## config.mk

```make
export PLATFORM = sky130hd
export DESIGN_NAME = oflow_tracker_top
export DESIGN_NICKNAME = d
export VERILOG_FILES = /design/src/design/oflow_pkg.sv /design/src/design/oflow_ram.sv /design/src/design/oflow_score_board.sv /design/src/design/oflow_conflict_resolve_fsm.sv /design/src/design/oflow_conflict_resolve.sv /design/src/design/oflow_apb_regs.sv /design/src/design/oflow_tracker_top.sv
export VERILOG_INCLUDE_DIRS = /design/src /design/src/design
export SDC_FILE = /design/constraint.sdc
export NUM_CORES = 1
export LEC_CHECK = 0
export BUFFER_PORTS_ARGS = -buffer_cell sky130_fd_sc_hd__buf_2
export CORE_ASPECT_RATIO = 1.4
export CORE_MARGIN = 1
export CORE_UTILIZATION = 41
export DETAILED_ROUTE_END_ITERATION = 6
export PLACE_DENSITY = 0.55
export SYNTH_ARGS = -nofsm -noshare
export SYNTH_HDL_FRONTEND = slang
export SYNTH_HIERARCHICAL = 1
export SYNTH_SLANG_ARGS = --single-unit
```

## constraint.sdc

```tcl
create_clock -name clk -period 7.8 [get_ports clk]
set_clock_uncertainty 0.2 [all_clocks]
set_input_delay 0.39 -clock clk [delete_from_list [all_inputs] [get_ports clk]]
set_output_delay 0.39 -clock clk [all_outputs]
set_load 0.01 [all_outputs]
```

## src/design/oflow_defs.svh

```systemverilog
`ifndef OFLOW_DEFS_SVH
`define OFLOW_DEFS_SVH

// ---------------------------------------------------------------------------
// frame and score board sizes
// ---------------------------------------------------------------------------
`define NUM_ROWS 8 // boxes per frame
`define ROW_LEN 3 // row index width
`define NUM_PE 4 // candidates per row
`define PE_LEN 2 // pointer width
`define SCORE_LEN 8
`define ID_LEN 6 // 64 look-up entries
`define LUT_DEPTH (1 << `ID_LEN)

// conflict warning level, counter sized to hold it
`define MAX_CONFLICTS_TH 16
`define CONFLICT_CNT_LEN 5

// ---------------------------------------------------------------------------
// apb address map
// ---------------------------------------------------------------------------
`define APB_ADDR_LEN 12
`define APB_DATA_LEN 32
`define REG_CTRL 12'h000 // bit 0 start
`define REG_STATUS 12'h004 // done, conflict limit, busy
`define REG_SCORE_TH 12'h008
`define REG_FIRST_ID 12'h00C
`define CAND_BASE 12'h100 // row * NUM_PE + pe
`define RESULT_BASE 12'h200 // one word per row

`endif

```

## src/design/oflow_pkg.sv

```systemverilog
`include "oflow_defs.svh"

package oflow_pkg;

	// one candidate match from the previous frame
	typedef struct packed {
		logic [`SCORE_LEN-1:0] score;
		logic [`ID_LEN-1:0] id;
	} cand_t;

	// look-up entry, who owns an id and with what score
	typedef struct packed {
		logic [`ROW_LEN-1:0] row;
		logic [`SCORE_LEN-1:0] score;
	} lut_entry_t;

	// resolver access to the score board
	typedef struct packed {
		logic [`ROW_LEN-1:0] row;
		logic [`PE_LEN-1:0] pe; // ram read select
		logic ptr_we;
		logic [`PE_LEN-1:0] ptr;
		logic id_we;
		logic [`ID_LEN-1:0] id;
	} sb_req_t;

	// per row readback at RESULT_BASE
	typedef struct packed {
		logic [`ID_LEN-1:0] id;
		logic [`PE_LEN-1:0] ptr;
	} result_t;

	typedef enum logic [3:0] {
		IDLE,
		FETCH, // present row and pointer to the ram
		WAIT_READ, // candidate arrives
		LOOKUP, // present id to the lut
		DECIDE,
		CLAIM,
		DISPLACE,
		NEXT_ROW,
		DONE
	} cr_state_t;

endpackage

```

## src/design/oflow_ram.sv

```systemverilog
`timescale 1ns/100ps

// behavioural single port ram, registered read
// read during write gives the old word
module oflow_ram #(
	parameter type T = logic [7:0],
	parameter int DEPTH = 16
) (
	input logic clk,
	input logic [$clog2(DEPTH)-1:0] addr,
	input logic we,
	input T wdata,
	output T rdata
);

	T mem [DEPTH]; // no reset, contents owned by software

	always_ff @(posedge clk) begin
		if (we) begin
			mem[addr] <= wdata;
		end
		rdata <= mem[addr]; // one cycle latency
	end

endmodule

```

## src/design/oflow_score_board.sv

```systemverilog
`timescale 1ns/100ps
`include "oflow_defs.svh"

module oflow_score_board (
	input logic clk,
	input logic reset_N,
	input logic start,
	input logic busy,
	// apb side, only while idle
	input logic [`ROW_LEN+`PE_LEN-1:0] apb_addr,
	input logic apb_we,
	input oflow_pkg::cand_t apb_wdata,
	output oflow_pkg::cand_t apb_rdata,
	// resolver side, only while busy
	input oflow_pkg::sb_req_t cr_req,
	output oflow_pkg::cand_t cr_cand,
	output logic [`PE_LEN-1:0] cr_ptr,
	// result window
	input logic [`ROW_LEN-1:0] result_row,
	output oflow_pkg::result_t result
);

	logic [`PE_LEN-1:0] ptr_q [`NUM_ROWS]; // next candidate per row
	logic [`ID_LEN-1:0] id_q [`NUM_ROWS]; // assigned id per row
	logic [`ROW_LEN+`PE_LEN-1:0] ram_addr;
	logic ram_we;
	oflow_pkg::cand_t ram_rdata;

	// ram owner follows busy
	assign ram_addr = busy ? {cr_req.row, cr_req.pe} : apb_addr;
	assign ram_we = !busy && apb_we; // resolver never writes candidates

	oflow_ram #(
		.T(oflow_pkg::cand_t),
		.DEPTH(`NUM_ROWS * `NUM_PE)
	) u_cand_ram (
		.clk(clk),
		.addr(ram_addr),
		.we(ram_we),
		.wdata(apb_wdata),
		.rdata(ram_rdata)
	);

	assign apb_rdata = ram_rdata;
	assign cr_cand = ram_rdata;
	assign cr_ptr = ptr_q[cr_req.row]; // combinational pointer of selected row

	assign result.id = id_q[result_row];
	assign result.ptr = ptr_q[result_row];

	// ---------------------------------------------------------------------------
	// per row pointer and id
	// ---------------------------------------------------------------------------
	always_ff @(posedge clk or negedge reset_N) begin
		if (!reset_N) begin
			ptr_q <= '{default: '0};
			id_q <= '{default: '0};
		end else if (start) begin
			ptr_q <= '{default: '0}; // every run starts at pe 0
		end else begin
			if (cr_req.ptr_we) begin
				ptr_q[cr_req.row] <= cr_req.ptr;
			end
			if (cr_req.id_we) begin
				id_q[cr_req.row] <= cr_req.id;
			end
		end
	end

endmodule

```

## src/design/oflow_conflict_resolve_fsm.sv

```systemverilog
`timescale 1ns/100ps
`include "oflow_defs.svh"

module oflow_conflict_resolve_fsm (
	input logic clk,
	input logic reset_N,
	input logic start,
	input logic [`SCORE_LEN-1:0] score_th,
	input logic [`ID_LEN-1:0] first_id,
	output logic done,
	output logic busy,
	output logic conflict_th,
	// score board
	output oflow_pkg::sb_req_t sb_req,
	input oflow_pkg::cand_t cand,
	input logic [`PE_LEN-1:0] ptr,
	// flag vector
	input logic flag_rd,
	output logic [`ID_LEN-1:0] flag_addr,
	output logic flag_set,
	// look-up ram
	output logic [`ID_LEN-1:0] lut_addr,
	output logic lut_we,
	output oflow_pkg::lut_entry_t lut_wdata,
	input oflow_pkg::lut_entry_t lut_rdata
);

	oflow_pkg::cr_state_t state, next_state;
	logic [`ROW_LEN-1:0] cur_row; // row being settled
	logic [`ROW_LEN-1:0] ret_row; // highest row started, walk resumes after it
	logic [`ROW_LEN-1:0] disp_row; // owner that lost its id
	oflow_pkg::cand_t cand_q;
	logic [`ID_LEN-1:0] fresh_id;
	logic [`CONFLICT_CNT_LEN-1:0] conflict_cnt;
	logic displacing;
	logic below_th, last_pe, wins, take_fresh, conflict;

	// ---------------------------------------------------------------------------
	// decision terms
	// ---------------------------------------------------------------------------
	assign below_th = cand_q.score < score_th;
	assign last_pe = ptr == `PE_LEN'(`NUM_PE - 1); // no candidate left after this one
	assign wins = cand_q.score > lut_rdata.score; // tie keeps the first claimer
	assign conflict = (state == oflow_pkg::DECIDE) && !below_th && flag_rd;
	assign take_fresh = ((state == oflow_pkg::DECIDE) && (below_th || (conflict && !wins && last_pe)))
		|| ((state == oflow_pkg::DISPLACE) && last_pe);

	always_comb begin
		next_state = state;
		case (state)
			oflow_pkg::IDLE: if (start) next_state = oflow_pkg::FETCH;
			oflow_pkg::FETCH: next_state = oflow_pkg::WAIT_READ;
			oflow_pkg::WAIT_READ: next_state = oflow_pkg::LOOKUP;
			oflow_pkg::LOOKUP: next_state = oflow_pkg::DECIDE;
			oflow_pkg::DECIDE: begin
				if (below_th) next_state = oflow_pkg::NEXT_ROW; // fresh id
				else if (!flag_rd || wins) next_state = oflow_pkg::CLAIM;
				else if (last_pe) next_state = oflow_pkg::NEXT_ROW; // exhausted
				else next_state = oflow_pkg::FETCH; // retry next pe
			end
			oflow_pkg::CLAIM: next_state = displacing ? oflow_pkg::DISPLACE : oflow_pkg::NEXT_ROW;
			oflow_pkg::DISPLACE: next_state = last_pe ? oflow_pkg::NEXT_ROW : oflow_pkg::FETCH;
			oflow_pkg::NEXT_ROW: begin
				next_state = (ret_row == `ROW_LEN'(`NUM_ROWS - 1)) ? oflow_pkg::DONE : oflow_pkg::FETCH;
			end
			oflow_pkg::DONE: next_state = oflow_pkg::IDLE;
			default: next_state = oflow_pkg::IDLE;
		endcase
	end

	// score board request, pointer comes back for the same row
	assign sb_req.row = (state == oflow_pkg::DISPLACE) ? disp_row : cur_row;
	assign sb_req.pe = ptr;
	assign sb_req.ptr_we = (conflict && !wins && !last_pe)
		|| ((state == oflow_pkg::DISPLACE) && !last_pe);
	assign sb_req.ptr = ptr + 1'b1;
	assign sb_req.id_we = take_fresh || (state == oflow_pkg::CLAIM);
	assign sb_req.id = take_fresh ? fresh_id : cand_q.id;

	assign flag_addr = cand_q.id;
	assign flag_set = state == oflow_pkg::CLAIM;
	assign lut_addr = cand_q.id; // presented in LOOKUP, data in DECIDE
	assign lut_we = state == oflow_pkg::CLAIM;
	assign lut_wdata.row = cur_row;
	assign lut_wdata.score = cand_q.score;

	assign busy = state != oflow_pkg::IDLE;
	assign done = state == oflow_pkg::DONE; // last busy cycle

	// ---------------------------------------------------------------------------
	// state and counters
	// ---------------------------------------------------------------------------
	always_ff @(posedge clk or negedge reset_N) begin
		if (!reset_N) begin
			state <= oflow_pkg::IDLE;
			cur_row <= '0;
			ret_row <= '0;
			fresh_id <= '0;
			conflict_cnt <= '0;
			conflict_th <= 1'b0;
			displacing <= 1'b0;
		end else begin
			state <= next_state;
			if (start && (state == oflow_pkg::IDLE)) begin
				cur_row <= '0;
				ret_row <= '0;
				fresh_id <= first_id;
				conflict_cnt <= '0;
				conflict_th <= 1'b0;
				displacing <= 1'b0;
			end
			if (take_fresh) fresh_id <= fresh_id + 1'b1;
			if (conflict && !conflict_th) begin
				conflict_cnt <= conflict_cnt + 1'b1;
				if (conflict_cnt == `CONFLICT_CNT_LEN'(`MAX_CONFLICTS_TH - 1)) conflict_th <= 1'b1;
			end
			if (state == oflow_pkg::DECIDE) displacing <= conflict && wins;
			if ((state == oflow_pkg::DISPLACE) && !last_pe) begin
				cur_row <= disp_row; // loser becomes current until it settles
			end
			if ((state == oflow_pkg::NEXT_ROW) && (next_state == oflow_pkg::FETCH)) begin
				cur_row <= ret_row + 1'b1;
				ret_row <= ret_row + 1'b1;
			end
		end
	end

	// candidate and owner capture
	always_ff @(posedge clk) begin
		if (state == oflow_pkg::WAIT_READ) cand_q <= cand;
		if (state == oflow_pkg::DECIDE) disp_row <= lut_rdata.row;
	end

endmodule

```

## src/design/oflow_conflict_resolve.sv

```systemverilog
`timescale 1ns/100ps
`include "oflow_defs.svh"

module oflow_conflict_resolve (
	input logic clk,
	input logic reset_N,
	input logic start,
	input logic [`SCORE_LEN-1:0] score_th,
	input logic [`ID_LEN-1:0] first_id,
	output logic done,
	output logic busy,
	output logic conflict_th,
	output oflow_pkg::sb_req_t sb_req,
	input oflow_pkg::cand_t cand,
	input logic [`PE_LEN-1:0] ptr
);

	logic [`LUT_DEPTH-1:0] flag_q; // valid bit per lut entry
	logic flag_rd, flag_set;
	logic [`ID_LEN-1:0] flag_addr, lut_addr;
	logic lut_we;
	oflow_pkg::lut_entry_t lut_wdata, lut_rdata;

	assign flag_rd = flag_q[flag_addr];

	// ---------------------------------------------------------------------------
	// flags, cleared per run so the lut ram itself never is
	// ---------------------------------------------------------------------------
	always_ff @(posedge clk or negedge reset_N) begin
		if (!reset_N) begin
			flag_q <= '0;
		end else if (start) begin
			flag_q <= '0;
		end else if (flag_set) begin
			flag_q[flag_addr] <= 1'b1;
		end
	end

	oflow_conflict_resolve_fsm u_fsm (
		.clk(clk),
		.reset_N(reset_N),
		.start(start),
		.score_th(score_th),
		.first_id(first_id),
		.done(done),
		.busy(busy),
		.conflict_th(conflict_th),
		.sb_req(sb_req),
		.cand(cand),
		.ptr(ptr),
		.flag_rd(flag_rd),
		.flag_addr(flag_addr),
		.flag_set(flag_set),
		.lut_addr(lut_addr),
		.lut_we(lut_we),
		.lut_wdata(lut_wdata),
		.lut_rdata(lut_rdata)
	);

	oflow_ram #(
		.T(oflow_pkg::lut_entry_t),
		.DEPTH(`LUT_DEPTH)
	) u_lut_ram (
		.clk(clk),
		.addr(lut_addr),
		.we(lut_we),
		.wdata(lut_wdata),
		.rdata(lut_rdata)
	);

endmodule

```

## src/design/oflow_apb_regs.sv

```systemverilog
`timescale 1ns/100ps
`include "oflow_defs.svh"

module oflow_apb_regs (
	input logic clk,
	input logic reset_N,
	input logic psel,
	input logic penable,
	input logic pwrite,
	input logic [`APB_ADDR_LEN-1:0] paddr,
	input logic [`APB_DATA_LEN-1:0] pwdata,
	output logic [`APB_DATA_LEN-1:0] prdata,
	output logic pready,
	output logic pslverr,
	output logic start,
	output logic [`SCORE_LEN-1:0] score_th,
	output logic [`ID_LEN-1:0] first_id,
	input logic done,
	input logic busy,
	input logic conflict_th,
	output logic [`ROW_LEN+`PE_LEN-1:0] sb_addr,
	output logic sb_we,
	output oflow_pkg::cand_t sb_wdata,
	input oflow_pkg::cand_t sb_rdata,
	output logic [`ROW_LEN-1:0] result_row,
	input oflow_pkg::result_t result
);

	logic access, wait_q, wr, mapped;
	logic hit_ctrl, hit_status, hit_th, hit_id, hit_cand, hit_result;
	logic [`APB_ADDR_LEN-1:0] cand_off, result_off;
	logic done_q; // sticky, cleared by start
	logic [`APB_DATA_LEN-1:0] rd_mux;

	// ---------------------------------------------------------------------------
	// one wait state on every transfer
	// ---------------------------------------------------------------------------
	assign access = psel && penable;
	assign pready = access && wait_q; // second access cycle
	assign wr = pready && pwrite;

	// address decode
	assign cand_off = paddr - `CAND_BASE;
	assign result_off = paddr - `RESULT_BASE;
	assign hit_ctrl = paddr == `REG_CTRL;
	assign hit_status = paddr == `REG_STATUS;
	assign hit_th = paddr == `REG_SCORE_TH;
	assign hit_id = paddr == `REG_FIRST_ID;
	assign hit_cand = (paddr >= `CAND_BASE) && (cand_off < `APB_ADDR_LEN'(4 * `NUM_ROWS * `NUM_PE));
	assign hit_result = (paddr >= `RESULT_BASE) && (result_off < `APB_ADDR_LEN'(4 * `NUM_ROWS));
	assign mapped = hit_ctrl || hit_status || hit_th || hit_id || hit_cand || hit_result;
	assign pslverr = pready && (!mapped || ((hit_cand || hit_result) && busy));

	// score board windows, ram read issued in the first access cycle
	assign sb_addr = cand_off[`ROW_LEN+`PE_LEN+1:2];
	assign sb_we = wr && hit_cand && !busy;
	assign sb_wdata = pwdata[$bits(oflow_pkg::cand_t)-1:0];
	assign result_row = result_off[`ROW_LEN+1:2];

	assign start = wr && hit_ctrl && pwdata[0] && !busy; // resolver sees it on the next edge

	always_comb begin
		rd_mux = '0;
		if (hit_status) rd_mux[2:0] = {busy, conflict_th, done_q};
		if (hit_th) rd_mux[`SCORE_LEN-1:0] = score_th;
		if (hit_id) rd_mux[`ID_LEN-1:0] = first_id;
		if (hit_cand && !busy) rd_mux[$bits(oflow_pkg::cand_t)-1:0] = sb_rdata;
		if (hit_result && !busy) rd_mux[$bits(oflow_pkg::result_t)-1:0] = result;
	end
	assign prdata = (pready && !pwrite) ? rd_mux : '0;

	always_ff @(posedge clk or negedge reset_N) begin
		if (!reset_N) begin
			wait_q <= 1'b0;
			done_q <= 1'b0;
			score_th <= '0;
			first_id <= '0;
		end else begin
			wait_q <= access && !wait_q;
			if (start) done_q <= 1'b0;
			else if (done) done_q <= 1'b1;
			if (wr && hit_th) score_th <= pwdata[`SCORE_LEN-1:0];
			if (wr && hit_id) first_id <= pwdata[`ID_LEN-1:0];
		end
	end

endmodule

```

## src/design/oflow_tracker_top.sv

```systemverilog
`timescale 1ns/100ps
`include "oflow_defs.svh"

module oflow_tracker_top (
	input logic clk,
	input logic reset_N,
	input logic psel,
	input logic penable,
	input logic pwrite,
	input logic [`APB_ADDR_LEN-1:0] paddr,
	input logic [`APB_DATA_LEN-1:0] pwdata,
	output logic [`APB_DATA_LEN-1:0] prdata,
	output logic pready,
	output logic pslverr
);

	// ---------------------------------------------------------------------------
	// control between registers and resolver
	// ---------------------------------------------------------------------------
	logic start, done, busy, conflict_th;
	logic [`SCORE_LEN-1:0] score_th;
	logic [`ID_LEN-1:0] first_id;

	// score board traffic
	logic [`ROW_LEN+`PE_LEN-1:0] sb_addr;
	logic sb_we;
	oflow_pkg::cand_t sb_wdata, sb_rdata, cr_cand;
	oflow_pkg::sb_req_t cr_req;
	logic [`PE_LEN-1:0] cr_ptr;
	logic [`ROW_LEN-1:0] result_row;
	oflow_pkg::result_t result;

	oflow_apb_regs u_apb_regs (
		.clk(clk), .reset_N(reset_N),
		.psel(psel), .penable(penable), .pwrite(pwrite), .paddr(paddr),
		.pwdata(pwdata), .prdata(prdata), .pready(pready), .pslverr(pslverr),
		.start(start), .score_th(score_th), .first_id(first_id),
		.done(done), .busy(busy), .conflict_th(conflict_th),
		.sb_addr(sb_addr), .sb_we(sb_we), .sb_wdata(sb_wdata), .sb_rdata(sb_rdata),
		.result_row(result_row), .result(result)
	);

	oflow_score_board u_score_board (
		.clk(clk), .reset_N(reset_N), .start(start), .busy(busy),
		.apb_addr(sb_addr), .apb_we(sb_we), .apb_wdata(sb_wdata), .apb_rdata(sb_rdata),
		.cr_req(cr_req), .cr_cand(cr_cand), .cr_ptr(cr_ptr),
		.result_row(result_row), .result(result)
	);

	oflow_conflict_resolve u_conflict_resolve (
		.clk(clk), .reset_N(reset_N), .start(start),
		.score_th(score_th), .first_id(first_id),
		.done(done), .busy(busy), .conflict_th(conflict_th),
		.sb_req(cr_req), .cand(cr_cand), .ptr(cr_ptr)
	);

endmodule

```

Yosys cells after proc, flatten, opt, wreduce, memory -nomap -nowiden. Memory sizes are Yosys's and may differ from the RTL's. A register that Yosys moved wholly into a read port is not among the register bits. Cells that the tools add are included. Widths: inputs -> output; s select.

Memory bits (writable): 1152. Input bits: 49. Register bits: 184. Word-level logic and storage cells: 193. Memories: 2. Output and inout bits: 34.

Memory list: u_conflict_resolve.u_lut_ram.mem (depth 64, bits a word 11, read ports 1, clocked after memory_dff 1, wr ports 1, line oflow_ram.sv:16) `T mem [DEPTH];`; u_score_board.u_cand_ram.mem (depth 32, bits a word 14, read ports 1, clocked after memory_dff 1, wr ports 1, line oflow_ram.sv:16).

Equality and inequality tests: 15. Reduce and logical (&&, ||, !) cells: 66. Order comparisons: 11. Add/subtract/negate cells: 6. Mux-type cells: 58. Bitwise logic cells: 4.

Operators by type and width (count): $mux 64 (2); $or 64x64->64 (1); $bwmux 48 (1); $mux 6 (7); $logic_and 1x1->1 (33); $mux 16 (2); $pmux 4 s8 (1); $mux 14 (2); $mux 3 (9); $eq 12x4->1 const B (2); $bmux 6 s3 (1); $demux 6 s3 (1); $bwmux 16 (1); $eq 4x3->1 const B (4); $mux 8 (2); $mux 5 (3); $mux 1 (14); $reduce_bool 2->1 (7); $bmux 2 s3 (2); $eq 12x3->1 const B (1); $ge 12x10->1 const B (1); $ge 12x9->1 const B (1); $logic_not 12->1 (1); $logic_or 1x1->1 (12); 32 further kinds (49).

Longest topological paths before layout. Gate-level depths: netlist of the first run.

Depth after elaboration: 14. Gate-level depth with buffers: 18. Depth with buffers taken out: 14.

Cells and area by module. The synthesis of the first run kept the hierarchy.

By module, submodules not included: oflow_ram (u_conflict_resolve.u_lut_ram) (area each 27320.0 um^2, seq. area each 21360.5 um^2, cells an instance 1556, instances 1); oflow_ram (u_score_board.u_cand_ram) (area each 17555.6 um^2, seq. area each 13733.2 um^2, cells an instance 957, instances 1); oflow_score_board (area each 3484.6 um^2, seq. area each 1601.5 um^2, cells an instance 238, instances 1); oflow_conflict_resolve (area each 2907.8 um^2, seq. area each 1601.5 um^2, cells an instance 291, instances 1); oflow_conflict_resolve_fsm (area each 2441.1 um^2, seq. area each 1086.0 um^2, cells an instance 238, instances 1); oflow_apb_regs (area each 1465.2 um^2, seq. area each 400.4 um^2, cells an instance 157, instances 1).

Least setup slack after synthesis of the first run. OpenSTA, ideal clock, no wires.

Kind: register to register. Start: reg u_conflict_resolve.u_fsm.cur_row[0]. End: mem u_score_board/u_cand_ram/mem[24][0] (netlist bit), enable pin. Buffers on the path: 6. Setup time: 403 ps. Stages on the path, launching flop included: 14. Required time: 7197 ps. Data arrival time: 4655 ps. Period minus slack after synthesis: 5257 ps. Setup slack: 2543 ps. Cell sequence: dfrtp_1 > mux2_2 > buf_4 > buf_2 > mux2i_1 > o22ai_1 > a311o_1 > buf_4 > mux2_2 > buf_6 > buf_2 > or3b_2 > clkbuf_1 > nor3_1.

RTL lines: from (decl) (line oflow_conflict_resolve_fsm.sv:29) `` logic [`ROW_LEN-1:0] cur_row; ``; from (signal assigned) (line oflow_conflict_resolve_fsm.sv:119) `cur_row <= disp_row;`; from (signal assigned) (line oflow_conflict_resolve_fsm.sv:122) `cur_row <= ret_row + 1'b1;`; to (decl) (line oflow_ram.sv:16).

==> results of run 1 <==
==> power by group through the flow <==
| stage | Clock [mW] | Combinational [mW] | Sequential [mW] |
|---|---|---|---|
| final | 6.39 | 5.41 | 8.74 |
| after global routing | 6.77 | 5.77 | 8.77 |
| after CTS | 6.51 | 5.42 | 8.75 |
| after detailed placement | 0 | 5.40 | 8.90 |
| after global placement | 0 | 5.37 | 8.89 |
| after floorplan | 0 | 3.73 | 8.91 |
==> worst paths after layout <==
| check | end | slack, ps |
|---|---|---|
| max in group asynchronous | u_conflict_resolve/u_fsm/fresh_id[0] | 5750 |
| worst min-delay path | u_score_board/u_cand_ram/mem[13][3] | 20 |
| worst max-delay path | u_score_board/u_cand_ram/rdata[10] | 2420 |
| worst max register to register | u_score_board/u_cand_ram/rdata[10] | 2420 |
| min in group asynchronous | u_conflict_resolve/flag_q[49] | 40 |
| worst min register to register | u_conflict_resolve/u_fsm/disp_row[1] | 220 |
==> cell type report <==
class | count | share of cell area [%]
clock buffers | 175 | 5.93
diodes | 2 | 0.00813
multi-input cells | 1778 | 22.5
well taps | 1760 | 3.58
inverters | 31 | 0.189
repair buffers | 176 | 2.08
flip-flops and latches | 1361 | 64.7
clock inverters | 67 | 1.07
==> flip-flops by register name, indices dropped and copies added (netlist names), 3 cells and up <==
| register | cells |
|---|---|
| u_conflict_resolve/u_lut_ram/mem | 704 |
| u_score_board/u_cand_ram/mem | 448 |
| u_conflict_resolve/flag_q | 64 |
| u_score_board/id_q | 48 |
| u_score_board/ptr_q | 16 |
| u_score_board/u_cand_ram/rdata | 14 |
| u_conflict_resolve/u_lut_ram/rdata | 11 |
| u_apb_regs/score_th | 8 |
| u_conflict_resolve/u_fsm/lut_wdata | 8 |
| u_apb_regs/first_id | 6 |
| u_conflict_resolve/u_fsm/flag_addr | 6 |
| u_conflict_resolve/u_fsm/fresh_id | 6 |
| u_conflict_resolve/u_fsm/conflict_cnt | 5 |
| u_conflict_resolve/u_fsm/state | 4 |
| u_conflict_resolve/u_fsm/cur_row | 3 |
| u_conflict_resolve/u_fsm/disp_row | 3 |
| u_conflict_resolve/u_fsm/ret_row | 3 |
==> logic make-up (layout without fill, tap and decap cells) <==
group | after synthesis | after routing | share of synthesized area [%]
AO/OA/AOI/OAI | 673 | 673 | 8.62
multiplexers | 467 | 467 | 10.0
XOR/XNOR | 3 | 3 | 0.0476
AND/OR/NAND/NOR | 594 | 594 | 5.50
other | 1 | 20 | 0.00680
flip-flops | 1361 | 1361 | 72.1
buffers and inverters | 315 | 449 | 3.18
adder cells (fa/ha/maj) | 23 | 23 | 0.522
==> layer usage <==
| metal | vias up | wire, microns |
|---|---|---|
| met3 | 258 | 6870 |
| li1 | 13714 | - |
| met5 | - | 12 |
| met2 | 948 | 76600 |
| met4 | 2 | 5800 |
| met1 | 16174 | 58300 |
==> cells in the final DEF, fill, tap and decap left out, types with 81 or more instances in the layout <==
master        n
edfxtp_1   1169
mux2i_1     299
nor2_1      245
dfrtp_1     164
o22ai_1     149
a221oi_1    144
clkbuf_16   137
buf_4       114
a21oi_1     106
mux2_2      106
a22oi_1      90
nand2_1      81
==> metrics by stage <==
step           utilization [%]  setup WS [ps]  total power, mW  instances
2_1_floorplan                -           2540             12.6       3454
3_3_place_gp              42.9           2480             14.3       5093
3_5_place_dp              42.9           2470             14.3       5093
4_1_cts                   46.3           2460             20.7       5348
5_1_grt                   46.3           2200             21.3       5348
6_report                  46.3           2420             20.5       5350
==> timing repair <==
action                                 CTS  global route
setup endpoints to repair                0             0
hold buffers                            13             0
endpoints found under the hold margin  360             0
==> qor.txt, run 1 <==
Max Transition Viols Final: 0
Die height: 436 microns
Most used cell, CP: mux2_2
Vias: 31096
GR Layer Usage met2: 38.2%
Relative slew slack: 16.1%
Initial Util: 41.5%
CP top delay family: multiplexers
DR DRC count: 0
Power density cells: 334 nW/um^2
Period utilization: 69.0%
Max Buffers Root-to-Sink: 3
FP Rows: 158
Worst EP required: 8230 ps
Setup repair after global routing missed its margin: no
Clk slew on worst S/H paths: 60 ps
DIE AREA: 136000 sq um
PortBufs: 46
Layout area overhead: 11.5%
Post-CTS Repair Setup Buffers: 0
Top area cells in the synthesized netlist: edfxtp_1, dfrtp_1, mux2i_1, a221oi_1, mux2_2
FF-to-FF path depth: 11
Area of the multi-input gates: 13800 sq um
Levels on crit path: 11
#FFs+latches synth: 1361
Slowest stage delay, CP: 690 ps
Netlist Area Pre-Place: 55200 sq um
Type of origin of the critical path: flip-flop
Cell taking the most area after synthesis: edfxtp_1
NetSw: 6.50 mW
Final hold vios: 0
WHS: 24.7 ps
CTS tree: built
Routability cong.: 0.853
CP max stage cell: nor4_1
FMAX: 186 MHz
Top Usage Layer GRT: met2
Final min period: 5380 ps
Vias/cell: 5.81
Combinational Power Share: 26.3%
CP Capture Type: flip-flop
Largest net degree at the start of global routing: 111
Die Wd: 312 microns
Final setup viols: 0
Sequential area share after synthesis: 72.1%
Layout fillers: 11462
Least-Margin Pin Slew: 1250 ps
Sequential Power Share: 42.6%
Clock Tree Root: clkbuf_16
Worst-path cell chain: nand2b_1, nor2_1, mux2_2, mux4_2, mux2_2, mux2_8, buf_12, mux2i_1, o22ai_1, nor4_1, nand2_1
Cell Area, Placed: 57100 sq um
Hold_sp: pwdata[3]
GR Util met1: 26.6%
Netlist cell types: 92
Post-CTS sizing: 0
Power share of the clock group: 31.1%
Iter 0 DRT Violations: 2662
Internal: 14.0 mW
Setup CP Type: reg -> reg
CTS buffer count: 134
Ports: 83
Share of cells above drive strength 1: 16.2%
# nets final: 3554
First-pass iteration count of the detailed router: 5
WL/cell: 27.6 microns
Synth cell count leaders: edfxtp_1, mux2i_1, nor2_1
Hold depth: 1
Ys flop type: edfxtp_1
Syn_area_per_cell: 16.1 sq um
Max cap viols: 0
Drt total wl: 148 mm
GR Overflow Total: 0
Number of global-route vias before repair: 31224
Crit path arrival time: 5810 ps
Worst-Skew Late Latency: 770 ps
Post-synth EDFFs: 1169
CP startpoint: u_conflict_resolve/u_fsm/state[3]
Initial antenna violation count: 3
Synth async-reset ratio: 12.3%
Routed Antenna Nets: 0
Reg2reg start: u_conflict_resolve/u_fsm/state[3]
Worst Path Buf+Inv: 1
Switching portion of total power: 31.7%
Count leader, synth: edfxtp_1
Htree depth: 4
Yosys warning count: 6
Critical Path Fanout Max: 102
Cells after Synth: 3437
Outcome: finished clean
Yosys top cell area share: 63.6%
All-Layer GR Usage: 21.6%
Hpwl dp: 89.4 mm
Leak Pwr: 21.4 nW
Register area: 39800 sq um
Setup TNS: 0 ps
Max VDD drop: 425 uV
Core area: 133000 sq um
Met3 Use GR: 2.80%
Design Area, Final: 61500 sq um
HP Class: in -> reg
First-pass GRT wire length: 215 mm
Total clock sinks: 1361
(Power assumes the default switching activity.)
==> inputs of run 2 (changes only) <==
==> constraint.sdc (replaced) <==
create_clock -name clk -period 5.5 [get_ports clk]
set_clock_uncertainty 0.2 [all_clocks]
set_input_delay 0.275 -clock clk [delete_from_list [all_inputs] [get_ports clk]]
set_output_delay 0.275 -clock clk [all_outputs]
set_load 0.01 [all_outputs]
==> qor.txt, run 2 (synthesis results as in run 1) <==
Largest net degree at the start of global routing: 89 (-20%)
First-pass iteration count of the detailed router: 6 (+1)
Power density cells: 471 nW/um^2 (+41%)
CTS tree: built
Commonest cells after routing, fill and taps aside: edfxtp_1, mux2i_1, nor2_1
Min-Delay Endpoint: u_apb_regs/score_th[6]
Max cap viols: 0 (unchanged)
DR WL met2: 76.7 mm (+0.13%)
Outcome: finished clean
Post-CTS Repair Setup Buffers: 0 (unchanged)
Reg with most FFs: u_conflict_resolve/u_lut_ram/mem
All-Layer GR Usage: 22.0% (+0.33 points)
Hold_sp: paddr[0]
Routed Antenna Nets: 0 (unchanged)
Share of cells above drive strength 1: 18.2% (+2.1 points)
Relative slew slack: 31.8% (+16 points)
Placed cells: 5207 (+2.2%)
FF-to-FF path depth: 12 (+1)
PortBufs: 46 (unchanged)
GR Overflow Total: 0 (unchanged)
Type of origin of the critical path: flip-flop
CTS buffer count: 134 (unchanged)
Drt total wl: 150 mm (+1.8%)
DIE AREA: 136000 sq um (unchanged)
Worst r2r dst: u_score_board/u_cand_ram/rdata[3]
Layout fillers: 11400 (-0.54%)
Routability cong.: 0.867 (+1.6%)
Iter 0 DRT Violations: 2774 (+4.2%)
Ports: 83 (unchanged)
DR DRC count: 0 (unchanged)
Vias: 31748 (+2.1%)
Max Buffers Root-to-Sink: 3 (unchanged)
Setup TNS: 0 ps (unchanged)
Crit path arrival time: 5410 ps (-400 ps)
Leak Pwr: 22.1 nW (+3.3%)
Largest register FFs: 704 (unchanged)
Least-Margin Pin Slew: 1020 ps (-236 ps)
Hold Buf Count CTS: 25 (+12)
Worst-Skew Late Latency: 770 ps (about the same)
Design Area, Final: 62600 sq um (+1.8%)
Initial Util: 41.5% (unchanged)
Clock Tree Root: clkbuf_16
Htree depth: 4 (unchanged)
Worst slack, placed: 622 ps (-1850 ps)
# nets final: 3680 (+3.5%)
Number of global-route vias before repair: 31715 (+1.6%)
Met1 WL: 58.0 mm (-0.58%)
Max VDD drop: 368 uV (-14%)
FP Rows: 158 (unchanged)
Hold depth: 5 (+4)
Layout area overhead: 13.5%
Post-CTS sizing: 0 (unchanged)
Final setup viols: 0 (unchanged)
Period utilization: 90.4% (+21 points)
Setup ws final: 527 ps (-1890 ps)
Critical Path Fanout Max: 88 (-14%)
CP startpoint: u_conflict_resolve/u_fsm/state[3]
Cell Area, Placed: 58000 sq um (+1.5%)
Initial antenna violation count: 3 (unchanged)
Reg2reg start: u_conflict_resolve/u_fsm/state[3]
CP Capture Type: flip-flop
FMAX: 201 MHz (+8.2%)
Final hold vios: 0 (unchanged)
Met3 WL: 7.93 mm (+15%)
Core area: 133000 sq um (unchanged)
First-pass GRT wire length: 218 mm (+1.2%)
Vias/cell: 5.79 (-0.31%)
Die Wd: 312 microns (unchanged)
Total clock sinks: 1361 (unchanged)
Setup CP Type: reg -> reg
Setup repair after global routing missed its margin: no
Die height: 436 microns (unchanged)
Final min period: 4970 ps (-406 ps)
WL/cell: 27.4 microns (-0.59%)
Worst EP required: 5940 ps (-2290 ps)
HP Class: in -> reg
Most common cell after layout, fill and taps aside: edfxtp_1
Layout Cells excl Fill: 5479 (+2.4%)
Max Transition Viols Final: 0 (unchanged)
Registers with the most flip-flops: u_conflict_resolve/u_lut_ram/mem: 704 flops, u_score_board/u_cand_ram/mem: 448 flops, u_conflict_resolve/flag_q: 64 flops
Pwr Total: 29.5 mW (+44%)
DR top layer: met5
Hpwl dp: 93.7 mm (+4.8%)
Clk slew on worst S/H paths: 60 ps (about the same)
Worst R2R Setup Slack: 530 ps (-1890 ps)
-- run 2: worst max-delay path: stages (launching register included) --
cell	delay, ps
dfrtp_1	500
nand2b_1	310
nor2_1	350
mux2_2	550
mux4_2	580
mux2_2	310
mux2_8	470
buf_12	310
mux2i_1	250
o22ai_1	100
nor4_1	480
buf_4	230
nand2_1	70
-- run 2: worst max path at each step --
stage               slack [ps]  cells past startpoint                                   to
floorplan                  240                     13  u_score_board/u_cand_ram/mem[24][0]
global placement           630                     12    u_score_board/u_cand_ram/rdata[3]
detailed placement         620                     12    u_score_board/u_cand_ram/rdata[3]
CTS                        610                     12    u_score_board/u_cand_ram/rdata[3]
global route               320                     12    u_score_board/u_cand_ram/rdata[3]
finish                     530                     12    u_score_board/u_cand_ram/rdata[3]
-- run 2: final cells by class --
cell class	instances	area, sq um	area share, %
flip-flops and latches	1361	39800	63.5
multi-input cells	1778	13800	22.0
clock buffers	181	3780	6.03
repair buffers	302	2340	3.73
well taps	1760	2200	3.52
clock inverters	64	624	0.997
inverters	31	116	0.186
diodes	2	5.00	0.00799
-- run 2: through the flow --
| stage | util (%) | hold slack, ps |
|---|---|---|
| floorplan | - | -221 |
| global placement | 43.6 | 185 |
| detailed placement | 43.6 | 190 |
| CTS | 47.1 | 25.8 |
| global route | 47.1 | 90.2 |
| finish | 47.1 | 70.0 |
-- run 2: where the power goes --
group / internal, mW / switching (mW) / total, mW
registers: 12.1 / 0.383 / 12.5
logic: 2.88 / 4.94 / 7.83
clock network: 5.31 / 3.92 / 9.22
-- run 2: routing by layer --
| layer | global-route usage, % | vias to the layer above |
|---|---|---|
| met1 | 26.5 | 16436 |
| met5 | 0 | - |
| met4 | 10.8 | 4 |
| met3 | 3.37 | 321 |
| li1 | - | 13961 |
| met2 | 38.1 | 1026 |
